`config.mk`:
```
export PLATFORM = sky130hd
export DESIGN_NAME = game_link_top
export DESIGN_NICKNAME = d
export VERILOG_FILES = /design/src/game_pkg.sv /design/src/game_link_top.sv /design/src/hex_display.sv /design/src/ps2_keyboard.sv /design/src/spart_link.sv
export SDC_FILE = /design/constraint.sdc
export NUM_CORES = 1
export LEC_CHECK = 0
export BUFFER_PORTS_ARGS = -buffer_cell sky130_fd_sc_hd__buf_2
export CORE_UTILIZATION = 54
export CTS_BUF_LIST = sky130_fd_sc_hd__clkbuf_16
export DETAILED_ROUTE_END_ITERATION = 7
export MAX_ROUTING_LAYER = met4
export PLACE_DENSITY_LB_ADDON = 0.08
export SETUP_SLACK_MARGIN = 0.1
export SLEW_MARGIN = 5
export SYNTH_ARGS = -nofsm -noshare
export SYNTH_HDL_FRONTEND = slang
export SYNTH_SLANG_ARGS = --single-unit
```
`constraint.sdc`:
```
create_clock -name sys_clk -period 1.8 [get_ports sys_clk]
set_input_delay 0 -clock sys_clk [delete_from_list [all_inputs] [get_ports sys_clk]]
set_output_delay 0 -clock sys_clk [all_outputs]
set_load 0.03 [all_outputs]
```
`src/game_pkg.sv`:
```
`default_nettype none

package game_pkg;

    // arrow direction, the order sets the event code offset
    typedef enum logic [1:0] {
        DIR_LEFT  = 2'd0,
        DIR_RIGHT = 2'd1,
        DIR_UP    = 2'd2,
        DIR_DOWN  = 2'd3
    } key_dir_e;

    // event codes sent in bits 7:0 of a key word
    localparam logic [7:0] KEY_CODE_BASE = 8'd102;
    localparam logic [7:0] KEY_CODE_FIRE = 8'd106;

    // active low segments, bit 6 is segment g
    localparam logic [6:0] SEG_DIGITS [16] = '{
        7'b1000000, 7'b1111001, 7'b0100100, 7'b0110000,
        7'b0011001, 7'b0010010, 7'b0000010, 7'b1111000,
        7'b0000000, 7'b0011000, 7'b0001000, 7'b0000011,
        7'b1000110, 7'b0100001, 7'b0000110, 7'b0001110
    };

    // ps2 set 2 scan codes, arrows follow the E0 prefix
    localparam logic [7:0] SCAN_UP    = 8'h75;
    localparam logic [7:0] SCAN_DOWN  = 8'h72;
    localparam logic [7:0] SCAN_LEFT  = 8'h6B;
    localparam logic [7:0] SCAN_RIGHT = 8'h74;
    localparam logic [7:0] SCAN_SPACE = 8'h29;
    localparam logic [7:0] SCAN_EXT   = 8'hE0;
    localparam logic [7:0] SCAN_BREAK = 8'hF0;

    // prefix tracking in the keyboard decoder
    typedef enum logic [1:0] {
        PS2_IDLE      = 2'd0,
        PS2_EXT       = 2'd1,
        PS2_BREAK     = 2'd2,
        PS2_EXT_BREAK = 2'd3
    } ps2_state_e;

    // serial receiver phases
    typedef enum logic [1:0] {
        LINK_IDLE  = 2'd0,
        LINK_START = 2'd1,
        LINK_DATA  = 2'd2,
        LINK_STOP  = 2'd3
    } link_state_e;

endpackage

`default_nettype wire

```
`src/game_link_top.sv`:
```
`timescale 1ns/100ps
`default_nettype none

module game_link_top #(
    parameter int BAUD_DIV = 16
) (
    input  logic       sys_clk,
    input  logic       rst_n,
    input  logic       ps2_clk,
    input  logic       ps2_data,
    input  logic       rxd,
    input  logic [7:0] sw,
    output logic       txd,
    output logic [6:0] hex0,
    output logic [6:0] hex1,
    output logic [6:0] hex2,
    output logic [6:0] hex3,
    output logic [6:0] hex4,
    output logic [6:0] hex5
);

    game_pkg::key_dir_e direction;
    logic               fire;
    logic               key_valid;
    logic               key_accept;
    logic [7:0]         key_code;
    logic [7:0]         seq_cnt;
    logic               tx_start;
    logic               tx_busy;
    logic [23:0]        tx_word;
    logic [23:0]        rx_word;
    logic               rx_done;
    logic               rx_error;

    ps2_keyboard u_keyboard (
        .sys_clk   (sys_clk),
        .rst_n     (rst_n),
        .ps2_clk   (ps2_clk),
        .ps2_data  (ps2_data),
        .direction (direction),
        .fire      (fire),
        .key_valid (key_valid)
    );

    // fire wins, arrows map in enum order from the base code
    always_comb begin
        if (fire) begin
            key_code = game_pkg::KEY_CODE_FIRE;
        end else begin
            key_code = game_pkg::KEY_CODE_BASE + {6'd0, direction};
        end
    end

    // events during a transmission are dropped
    assign key_accept = key_valid && !tx_busy && !tx_start;

    always_ff @(posedge sys_clk) begin
        if (!rst_n) begin
            tx_start <= 1'b0;
            seq_cnt  <= '0;
        end else begin
            tx_start <= key_accept;
            if (key_accept) begin
                seq_cnt <= seq_cnt + 8'd1;
            end
        end
    end

    // sw, sequence count, event code
    always_ff @(posedge sys_clk) begin
        if (key_accept) begin
            tx_word <= {sw, seq_cnt, key_code};
        end
    end

    spart_link #(
        .BAUD_DIV (BAUD_DIV)
    ) u_link (
        .sys_clk  (sys_clk),
        .rst_n    (rst_n),
        .tx_start (tx_start),
        .tx_word  (tx_word),
        .rxd      (rxd),
        .txd      (txd),
        .tx_busy  (tx_busy),
        .rx_word  (rx_word),
        .rx_done  (rx_done),
        .rx_error (rx_error)
    );

    hex_display u_display (
        .sys_clk (sys_clk),
        .rst_n   (rst_n),
        .rx_word (rx_word),
        .rx_done (rx_done),
        .hex0    (hex0),
        .hex1    (hex1),
        .hex2    (hex2),
        .hex3    (hex3),
        .hex4    (hex4),
        .hex5    (hex5)
    );

endmodule

`default_nettype wire

```
`src/hex_display.sv`:
```
`timescale 1ns/100ps
`default_nettype none

module hex_display (
    input  logic        sys_clk,
    input  logic        rst_n,
    input  logic [23:0] rx_word,
    input  logic        rx_done,
    output logic [6:0]  hex0,
    output logic [6:0]  hex1,
    output logic [6:0]  hex2,
    output logic [6:0]  hex3,
    output logic [6:0]  hex4,
    output logic [6:0]  hex5
);

    logic [23:0] shown_word;

    // last good word, all zero digits after reset
    always_ff @(posedge sys_clk) begin
        if (!rst_n) begin
            shown_word <= '0;
        end else if (rx_done) begin
            shown_word <= rx_word;
        end
    end

    // one digit per nibble, hex0 is the lowest
    assign hex0 = game_pkg::SEG_DIGITS[shown_word[3:0]];
    assign hex1 = game_pkg::SEG_DIGITS[shown_word[7:4]];
    assign hex2 = game_pkg::SEG_DIGITS[shown_word[11:8]];
    assign hex3 = game_pkg::SEG_DIGITS[shown_word[15:12]];
    assign hex4 = game_pkg::SEG_DIGITS[shown_word[19:16]];
    assign hex5 = game_pkg::SEG_DIGITS[shown_word[23:20]];

endmodule

`default_nettype wire

```
`src/ps2_keyboard.sv`:
```
`timescale 1ns/100ps
`default_nettype none

module ps2_keyboard (
    input  logic               sys_clk,
    input  logic               rst_n,
    input  logic               ps2_clk,
    input  logic               ps2_data,
    output game_pkg::key_dir_e direction,
    output logic               fire,
    output logic               key_valid
);

    logic                 clk_meta;
    logic                 clk_sync;
    logic                 clk_prev;
    logic                 data_meta;
    logic                 data_sync;
    logic                 ps2_fall;
    logic [10:0]          frame;
    logic [3:0]           bit_cnt;
    logic                 frame_rdy;
    logic [7:0]           rx_byte;
    logic                 byte_ok;
    logic                 is_arrow;
    game_pkg::key_dir_e   arrow_dir;
    game_pkg::ps2_state_e state;
    logic                 hit;
    logic                 hit_fire;
    game_pkg::key_dir_e   hit_dir;

    // two stage synchronizer, lines idle high
    always_ff @(posedge sys_clk) begin
        if (!rst_n) begin
            clk_meta  <= 1'b1;
            clk_sync  <= 1'b1;
            clk_prev  <= 1'b1;
            data_meta <= 1'b1;
            data_sync <= 1'b1;
        end else begin
            clk_meta  <= ps2_clk;
            clk_sync  <= clk_meta;
            clk_prev  <= clk_sync;
            data_meta <= ps2_data;
            data_sync <= data_meta;
        end
    end

    assign ps2_fall = clk_prev & ~clk_sync;

    // bit count, a high start bit is not counted
    always_ff @(posedge sys_clk) begin
        if (!rst_n) begin
            bit_cnt   <= '0;
            frame_rdy <= 1'b0;
        end else begin
            frame_rdy <= 1'b0;
            if (ps2_fall) begin
                if (bit_cnt == 4'd10) begin
                    bit_cnt   <= '0;
                    frame_rdy <= 1'b1;
                end else if (bit_cnt != 4'd0 || !data_sync) begin
                    bit_cnt <= bit_cnt + 4'd1;
                end
            end
        end
    end

    // lsb first, so the start bit ends up in frame[0]
    always_ff @(posedge sys_clk) begin
        if (ps2_fall) begin
            frame <= {data_sync, frame[10:1]};
        end
    end

    assign rx_byte = frame[8:1];

    // start low, stop high, odd parity over data and parity bit
    assign byte_ok = frame_rdy & ~frame[0] & frame[10] & (^frame[9:1]);

    always_comb begin
        is_arrow  = 1'b1;
        arrow_dir = game_pkg::DIR_LEFT;
        case (rx_byte)
            game_pkg::SCAN_LEFT:  arrow_dir = game_pkg::DIR_LEFT;
            game_pkg::SCAN_RIGHT: arrow_dir = game_pkg::DIR_RIGHT;
            game_pkg::SCAN_UP:    arrow_dir = game_pkg::DIR_UP;
            game_pkg::SCAN_DOWN:  arrow_dir = game_pkg::DIR_DOWN;
            default:              is_arrow  = 1'b0;
        endcase
    end

    // prefix tracking, only make codes of the five keys hit
    always_ff @(posedge sys_clk) begin
        if (!rst_n) begin
            state <= game_pkg::PS2_IDLE;
            hit   <= 1'b0;
        end else begin
            hit <= 1'b0;
            if (byte_ok) begin
                case (state)
                    game_pkg::PS2_IDLE: begin
                        if (rx_byte == game_pkg::SCAN_EXT) begin
                            state <= game_pkg::PS2_EXT;
                        end else if (rx_byte == game_pkg::SCAN_BREAK) begin
                            state <= game_pkg::PS2_BREAK;
                        end else if (rx_byte == game_pkg::SCAN_SPACE) begin
                            hit <= 1'b1;
                        end
                    end
                    game_pkg::PS2_EXT: begin
                        if (rx_byte == game_pkg::SCAN_BREAK) begin
                            state <= game_pkg::PS2_EXT_BREAK;
                        end else begin
                            state <= game_pkg::PS2_IDLE;
                            hit   <= is_arrow;
                        end
                    end
                    // released key byte is dropped
                    default: state <= game_pkg::PS2_IDLE;
                endcase
            end
        end
    end

    always_ff @(posedge sys_clk) begin
        if (byte_ok) begin
            hit_fire <= (rx_byte == game_pkg::SCAN_SPACE);
            hit_dir  <= arrow_dir;
        end
    end

    // output stage
    always_ff @(posedge sys_clk) begin
        if (!rst_n) begin
            key_valid <= 1'b0;
        end else begin
            key_valid <= hit;
        end
    end

    always_ff @(posedge sys_clk) begin
        if (hit) begin
            fire      <= hit_fire;
            direction <= hit_dir;
        end
    end

    // a PS/2 frame spans many cycles, so events never merge
    a_key_valid_pulse: assert property (
        @(posedge sys_clk) disable iff (!rst_n) key_valid |=> !key_valid
    );

endmodule

`default_nettype wire

```
`src/spart_link.sv`:
```
`timescale 1ns/100ps
`default_nettype none

module spart_link #(
    parameter int BAUD_DIV = 16
) (
    input  logic        sys_clk,
    input  logic        rst_n,
    input  logic        tx_start,
    input  logic [23:0] tx_word,
    input  logic        rxd,
    output logic        txd,
    output logic        tx_busy,
    output logic [23:0] rx_word,
    output logic        rx_done,
    output logic        rx_error
);

    localparam int               CNT_W     = $clog2(BAUD_DIV);
    localparam logic [CNT_W-1:0] BIT_LAST  = CNT_W'(BAUD_DIV - 1);
    localparam logic [CNT_W-1:0] HALF_LAST = CNT_W'(BAUD_DIV / 2 - 1);

    logic [CNT_W-1:0]      tx_timer;
    logic [3:0]            tx_bit;
    logic [1:0]            tx_byte;
    logic [29:0]           tx_frame;
    logic                  tx_shift;

    logic                  rxd_meta;
    logic                  rxd_sync;
    logic                  rxd_prev;
    game_pkg::link_state_e rx_state;
    logic [CNT_W-1:0]      rx_timer;
    logic [2:0]            rx_bit;
    logic [1:0]            rx_byte;
    logic [23:0]           rx_shift;

    // transmitter

    assign tx_shift = tx_busy && (tx_timer == BIT_LAST);

    always_ff @(posedge sys_clk) begin
        if (!rst_n) begin
            txd      <= 1'b1;
            tx_busy  <= 1'b0;
            tx_timer <= '0;
            tx_bit   <= '0;
            tx_byte  <= '0;
        end else if (!tx_busy) begin
            tx_timer <= '0;
            tx_bit   <= '0;
            tx_byte  <= '0;
            if (tx_start) begin
                // start bit of the first byte
                txd     <= 1'b0;
                tx_busy <= 1'b1;
            end
        end else if (tx_shift) begin
            tx_timer <= '0;
            if (tx_bit == 4'd9) begin
                tx_bit <= '0;
                if (tx_byte == 2'd2) begin
                    // last stop bit done
                    tx_busy <= 1'b0;
                    txd     <= 1'b1;
                end else begin
                    tx_byte <= tx_byte + 2'd1;
                    txd     <= tx_frame[1];
                end
            end else begin
                tx_bit <= tx_bit + 4'd1;
                txd    <= tx_frame[1];
            end
        end else begin
            tx_timer <= tx_timer + 1'b1;
        end
    end

    // three framed bytes back to back, low byte first
    always_ff @(posedge sys_clk) begin
        if (!tx_busy && tx_start) begin
            tx_frame <= {1'b1, tx_word[23:16], 1'b0,
                         1'b1, tx_word[15:8],  1'b0,
                         1'b1, tx_word[7:0],   1'b0};
        end else if (tx_shift) begin
            tx_frame <= {1'b1, tx_frame[29:1]};
        end
    end

    // receiver

    always_ff @(posedge sys_clk) begin
        if (!rst_n) begin
            rxd_meta <= 1'b1;
            rxd_sync <= 1'b1;
            rxd_prev <= 1'b1;
        end else begin
            rxd_meta <= rxd;
            rxd_sync <= rxd_meta;
            rxd_prev <= rxd_sync;
        end
    end

    always_ff @(posedge sys_clk) begin
        if (!rst_n) begin
            rx_state <= game_pkg::LINK_IDLE;
            rx_timer <= '0;
            rx_bit   <= '0;
            rx_byte  <= '0;
            rx_done  <= 1'b0;
            rx_error <= 1'b0;
        end else begin
            rx_done  <= 1'b0;
            rx_error <= 1'b0;
            case (rx_state)
                game_pkg::LINK_IDLE: begin
                    rx_timer <= '0;
                    if (rxd_prev && !rxd_sync) begin
                        rx_state <= game_pkg::LINK_START;
                    end
                end
                game_pkg::LINK_START: begin
                    // half a bit to reach the middle
                    if (rx_timer == HALF_LAST) begin
                        rx_timer <= '0;
                        rx_bit   <= '0;
                        if (rxd_sync) begin
                            rx_state <= game_pkg::LINK_IDLE;
                        end else begin
                            rx_state <= game_pkg::LINK_DATA;
                        end
                    end else begin
                        rx_timer <= rx_timer + 1'b1;
                    end
                end
                game_pkg::LINK_DATA: begin
                    if (rx_timer == BIT_LAST) begin
                        rx_timer <= '0;
                        rx_bit   <= rx_bit + 3'd1;
                        if (rx_bit == 3'd7) begin
                            rx_state <= game_pkg::LINK_STOP;
                        end
                    end else begin
                        rx_timer <= rx_timer + 1'b1;
                    end
                end
                game_pkg::LINK_STOP: begin
                    if (rx_timer == BIT_LAST) begin
                        rx_timer <= '0;
                        rx_state <= game_pkg::LINK_IDLE;
                        if (!rxd_sync) begin
                            // framing error drops the partial word
                            rx_error <= 1'b1;
                            rx_byte  <= '0;
                        end else if (rx_byte == 2'd2) begin
                            rx_done <= 1'b1;
                            rx_byte <= '0;
                        end else begin
                            rx_byte <= rx_byte + 2'd1;
                        end
                    end else begin
                        rx_timer <= rx_timer + 1'b1;
                    end
                end
                default: rx_state <= game_pkg::LINK_IDLE;
            endcase
        end
    end

    // 24 bits lsb first, first byte lands in 7:0
    always_ff @(posedge sys_clk) begin
        if (rx_state == game_pkg::LINK_DATA && rx_timer == BIT_LAST) begin
            rx_shift <= {rxd_sync, rx_shift[23:1]};
        end
    end

    assign rx_word = rx_shift;

    a_no_start_when_busy: assert property (
        @(posedge sys_clk) disable iff (!rst_n) !(tx_start && tx_busy)
    );

    a_done_error_excl: assert property (
        @(posedge sys_clk) disable iff (!rst_n) !(rx_done && rx_error)
    );

endmodule

`default_nettype wire

```
==> results of run 1 <==
==> logic make-up (layout without fill, tap and decap cells) <==
family	Yosys count	after routing	share of synthesized area (%)
xor+xnor	16	16	2.04
mux	39	39	5.22
flops	163	163	54.5
compound gates	124	124	10.8
buf+inv	67	193	3.60
fa+ha+maj	48	48	7.96
simple gates	240	240	15.9
==> cell type report <==
type	count	area [µm²]	share of cell area, %
flip-flops and latches	163	4160	43.3
multi-input cells	467	3500	36.4
repair buffers	126	1010	10.5
clock buffers	18	450	4.68
well taps	176	220	2.29
inverters	35	176	1.83
clock inverters	14	103	1.07
==> registers in the layout, summed over array words and instances (netlist names), 3 cells and up, named ones only <==
signal and cells:
u_link.tx_frame 28, tx_word 20, u_link.tx_timer 4, u_keyboard.bit_cnt 4, u_display.shown_word 24, u_link.rx_bit 3, u_link.rx_timer 4, u_link.tx_bit 4
seq_cnt 8, u_keyboard.frame 11, u_link.rx_word 24
==> through the flow <==
step	std cells	total power, µW
after floorplan	697	4050
after global placement	925	4100
after detailed placement	925	4100
after CTS	994	7420
after global routing	999	7600
final	999	7370
==> per-layer routing <==
layer / wire (µm) / vias to the layer above / part of all wire [%] / GRT usage (%)
met3: 519 / 30 / 3.4 / 4.43
met2: 7690 / 114 / 50 / 36.7
met5: 0 / - / 0 / -
li1: - / 2712 / - / -
met1: 6870 / 2620 / 45 / 26.2
met4: 255 / 0 / 1.7 / 8.49
==> power by group <==
part / switching [µW] / leakage [µW] / internal (µW)
clock network: 1480 / 0.000276 / 1860
logic: 68.2 / 0.00196 / 75.8
registers: 11.3 / 0.00136 / 3880
==> final timing paths <==
check / to / cells after the start
worst max-delay path: u_keyboard.hit_dir[1]$_DFFE_PP_ / 6
worst min-delay path: tx_word[20]$_DFFE_PP_ / 2
worst max register to register: u_keyboard.hit_dir[1]$_DFFE_PP_ / 6
worst min register to register: u_link.rxd_sync$_SDFF_PN1_ / 1
==> worst max-delay path, cell delays in order, from the launching register on <==
cell and delay, ps:
edfxtp_1 410, inv_2 80, ha_1 220, xnor3_1 370, xnor2_1 150, or2_4 280, inv_4 70
==> what timing repair did <==
item	4_1_cts	5_1_grt
setup buffers	22	5
pin swaps	5	17
endpoints found under the hold margin	16	0
hold buffers	15	0
resized for setup	102	86
setup endpoints to repair	38	35
==> placed cells by master, fill, tap and decap left out, drive strengths merged, types with 8 or more instances in the layout <==
master / n
nor2: 79
mux2i: 36
nand3: 19
nand2b: 21
a21oi: 24
clkbuf: 18
inv: 40
clkinv: 8
dfxtp: 78
nand2: 66
dlygate4sd3: 15
o21ai: 40
a22o: 25
ha: 48
edfxtp: 85
buf: 111
a31oi: 10
xor2: 10
==> metrics.cfg, run 1 <==
[place]
dp_hpwl_um = 9700
gp_congestion = 0.866
numPortBuffers = 55
postPlaceCellArea_um2 = 8180
post-place-ws_ps = -77.5

[finish]
drive_gt1_share_pct = 28.9
final_area_um2 = 9620
diodes = 0
fin_util_pct = 71.5
fillers = 935
area_growth_pct = 27.5
fin_nets = 871

[sta]
setup_viol = 4
finalCritPeriodShare_pct = 103
tns_ps = -219
rsz0062_at_grt = yes
setup_ws_ps = -57.9
slew_headroom_pct = 55.2
hold_viol = 0
finalHoldWorstSlack_ps = 299
period_needed_ps = 1860
final.setup_skew_ps = 5.81
final_max_slew_viol_count = 0
fmax_mhz = 538
worst_pin_slew_ps = 672

[grt]
grt_max_degree = 25
first_global_vias = 5213
grt_pass1_wl_um = 24400
grt.overflow.total = 0
antenna_found_initial = 0
track_usage_pct = 21.9

[yosys]
synth_edf_count = 85
yosysTopAreaCellShare_pct = 33.8
yosys-top-cells-area = edfxtp_1, dfxtp_1, ha_1, mux2i_1, nor2_1
ys_types = 54
synthCells = 697
ys_ff_latch = 163
yosys_warnings = 0
yosysMostFrequentCell = edfxtp_1
synth_ff_type = edfxtp_1
synth_area_um2 = 7550
synth_commonest_cells = edfxtp_1, nor2_1, dfxtp_1
ys_seq_area_share_pct = 54.5
synth_area_leader_cell = edfxtp_1
synthArstFlopShare_pct = 0
avgSynthCellArea_um2 = 10.8
syn_nets = 758

[cts]
clk_path_buf_depth = 2
cts_root_buf = clkbuf_16
cts-htree-levels = 4
cts_buffers = 17
cts_sinks = 163
cts.clk_slew.worst_paths_ps = 60
clk_latency_ps = 420
cts_tree = done

[critical_path]
crit_start = u_keyboard.frame[3]$_DFFE_PP_
critPathArrivalTime_ps = 2000
reg2reg_slack_ps = -60
crit_path_end_kind = register
worstPathRequired_ps = 1940
worst_setup_path_start_kind = register
path_class = register to register
worstPathMaxFanout = 4
regToRegStartpoint = u_keyboard.frame[3]$_DFFE_PP_

[power_and_ir_drop]
irDropWorstVdd_mv = 0.726
power_per_cell_area_nw_per_um2 = 766
p_leak_uw = 0.00360

[floorplan]
coreArea_um2 = 13500
num_rows = 42
die_y_um = 120
ios = 56
start_util_pct = 56.1
fp.dieW_um = 120
die-area_um2 = 14500

[outcome]
status = finished, violations left
violations = negative setup slack

[drt]
drc_errors = 0
drtAntennaViolNets = 0
drtIter0Drc = 288
vias = 5476
drt-pass1-iter-count = 5
wire_per_inst_um = 15.3
vias_per_cell = 5.48
wl_um = 15300

[run]
cap_violations = 0

[hold_path]
hp-class = input port to register
min_from = sw[4]

Power figures use the tool's default switching activity.
==> run 2, diff against run 1 <==
--- a/config.mk
+++ b/config.mk
@@ -5,6 +5,8 @@
 export SDC_FILE = /design/constraint.sdc
 export NUM_CORES = 1
 export LEC_CHECK = 0
+export ABC_AREA = 1
+export ABC_CLOCK_PERIOD_IN_PS = 1800
 export BUFFER_PORTS_ARGS = -buffer_cell sky130_fd_sc_hd__buf_2
 export CORE_UTILIZATION = 54
 export CTS_BUF_LIST = sky130_fd_sc_hd__clkbuf_16
==> metrics.cfg, run 2 <==
[yosys]
synth_commonest_cells = nand2_1, inv_1, edfxtp_1
synth_area_leader_cell = edfxtp_1
synth_area_um2 = 7370
synthAdderAreaFrac_pct = 8.15
yosysTopAreaCellShare_pct = 34.6
synth_top_family_by_area = simple AND/OR/NAND/NOR gates
yosysMostFrequentCell = nand2_1
synth-compound-area-share_pct = 13.5
yosys-top-cells-area = edfxtp_1, dfxtp_1, ha_1, nand2_1, inv_1
avgSynthCellArea_um2 = 9.68
syn_nets = 822
yosys_warnings = 0
synthArstFlopShare_pct = 0
synth_edf_count = 85
synth_ff_type = edfxtp_1
synthCells = 761
ys_ff_latch = 163
yosys.area_share.simple_pct = 16.0
ys_seq_area_share_pct = 55.8
synth_xor_area_share_pct = 0.357
ys_types = 42
muxShareOfSynthArea_pct = 0

[critical_path]
regToRegStartpoint = u_keyboard.frame[8]$_DFFE_PP_
worst_path_largest_cell_delay_ps = 420
crit_family = flip-flops
worstPathMaxFanout = 3
path_class = register to register
crit_path_end_kind = register
r2r_end = u_keyboard.hit_fire$_DFFE_PP_
worst_setup_path_start_kind = register
path_buf_inv = 3
slowest_stage = edfxtp_1
worstPathRequired_ps = 1940
worst_path_most_repeated_cell = nand2_1
reg2reg_slack_ps = 160
rr_worst_depth = 10
critPathArrivalTime_ps = 1790
path_cells = inv_2 -> ha_4 -> inv_1 -> nand2_1 -> nand2_1 -> nand2_2 -> nand2_1 -> nand2_2 -> a21boi_1 -> buf_4

[place]
dp_hpwl_um = 9250
gp_congestion = 0.939
numPortBuffers = 55

[sta]
worst_pin_slew_ps = 629
fmax_mhz = 608
finalHoldWorstSlack_ps = 291
final.setup_skew_ps = 7.54
setup_viol = 0
rsz0062_at_grt = yes
slew_headroom_pct = 58.0
tns_ps = 0
final_max_slew_viol_count = 0
hold_viol = 0
finalCritPeriodShare_pct = 91.4
period_needed_ps = 1640

[hold_path]
min_from = sw[7]
worstHoldEndpoint = tx_word[23]$_DFFE_PP_
hold_depth = 2
hp-class = input port to register

[grt]
busiest_layer = met2
grt_max_degree = 25
grt_pass1_wl_um = 23200
met2_usage_pct = 32.3
antenna_found_initial = 0
first_global_vias = 5076
grtUsageMet3_pct = 5.32
track_usage_pct = 21.2
met1_usage_pct = 27.5
grt.overflow.total = 0

[outcome]
status = finished, final reports clean

[finish]
fin_util_pct = 66.0
largest_reg_flops = 28
fillers = 1062
ff_latch_area_um2 = 4140
area_growth_pct = 19.0
drive_gt1_share_pct = 19.3
regMostFlops = u_link.tx_frame
layout_common_cells = nand2_1, edfxtp_1, inv_1
multi_input_area_um2 = 2900
fin_nets = 909
final_common_cell = nand2_1
diodes = 0

[floorplan]
die_y_um = 119
num_rows = 42
coreArea_um2 = 13300
ios = 56
start_util_pct = 55.4
die-area_um2 = 14100
fp.dieW_um = 119

[drt]
vias = 5607
wl_um = 14000
drt-pass1-iter-count = 5
drtAntennaViolNets = 0
drc_errors = 0
vias_per_cell = 5.41
drtIter0Drc = 388
wire_per_inst_um = 13.5

[cts]
clk_path_buf_depth = 2
cts_root_buf = clkbuf_16
cts-htree-levels = 4
cts_sinks = 163
cts_tree = done
cts.clk_slew.worst_paths_ps = 60
clk_latency_ps = 420
cts_buffers = 17

[power_and_ir_drop]
power_per_cell_area_nw_per_um2 = 836
power_uw = 7330
p_leak_uw = 0.00355
irDropWorstVdd_mv = 0.782

[run]
cap_violations = 0

==> run 2: cell type report <==
type | instances | share of cell area [%]
Sequential cell | 163 | 47.2
Inverter | 95 | 4.11
Multi-Input combinational cell | 481 | 33.0
Clock inverter | 15 | 1.16
Tap cell | 176 | 2.51
Timing Repair Buffer | 90 | 7.13
Clock buffer | 17 | 4.85
==> run 2: how the worst max path moves through the flow <==
stage          slack [ps]                               to                                  start  cells past startpoint
2_1_floorplan         110    u_link.tx_frame[11]$_DFFE_PP_          u_link.tx_timer[0]$_SDFF_PP0_                      6
3_3_place_gp          140  u_keyboard.hit_dir[1]$_DFFE_PP_          u_keyboard.frame[2]$_DFFE_PP_                      6
4_1_cts                80                          hex4[3]  u_display.shown_word[17]$_SDFFE_PN0P_                      7
5_1_grt                70                          hex4[3]  u_display.shown_word[16]$_SDFFE_PN0P_                      7
3_5_place_dp           80    u_keyboard.hit_fire$_DFFE_PP_          u_keyboard.frame[3]$_DFFE_PP_                     10
6_report              160    u_keyboard.hit_fire$_DFFE_PP_          u_keyboard.frame[8]$_DFFE_PP_                     10
==> run 2: layer usage <==
metal	wire, µm	up-vias
met5	0	-
met4	191	0
met3	633	16
met2	6590	151
met1	6620	2638
li1	-	2802
==> run 2: where the power goes <==
group | switching (µW) | internal (µW) | total, µW
registers | 15.6 | 3900 | 3920
logic | 110 | 77.3 | 188
clock network | 1380 | 1850 | 3230
==> run 2: through the flow <==
stage	area, µm²	worst slack [ps]	std cells
2_1_floorplan	7380	114	761
3_3_place_gp	7920	137	984
3_5_place_dp	7920	82.5	984
4_1_cts	8640	80.6	1033
5_1_grt	8770	65.3	1037
6_report	8770	156	1037
==> run 2: logic make-up (layout without fill, tap and decap cells) <==
family / Yosys count / in the layout
fa+ha+maj: 48 / 48
xor+xnor: 3 / 3
flops: 163 / 163
compound gates: 162 / 162
buf+inv: 117 / 217
simple gates: 268 / 268
==> run 2: what timing repair did <==
| item | in CTS | in global routing |
|---|---|---|
| buffers inserted | 5 | 4 |
| endpoints found under the setup margin | 13 | 32 |
| hold endpoints to repair | 12 | 0 |
| gates resized for setup | 20 | 43 |
| pin swaps | 0 | 5 |
| hold buffers | 12 | 0 |
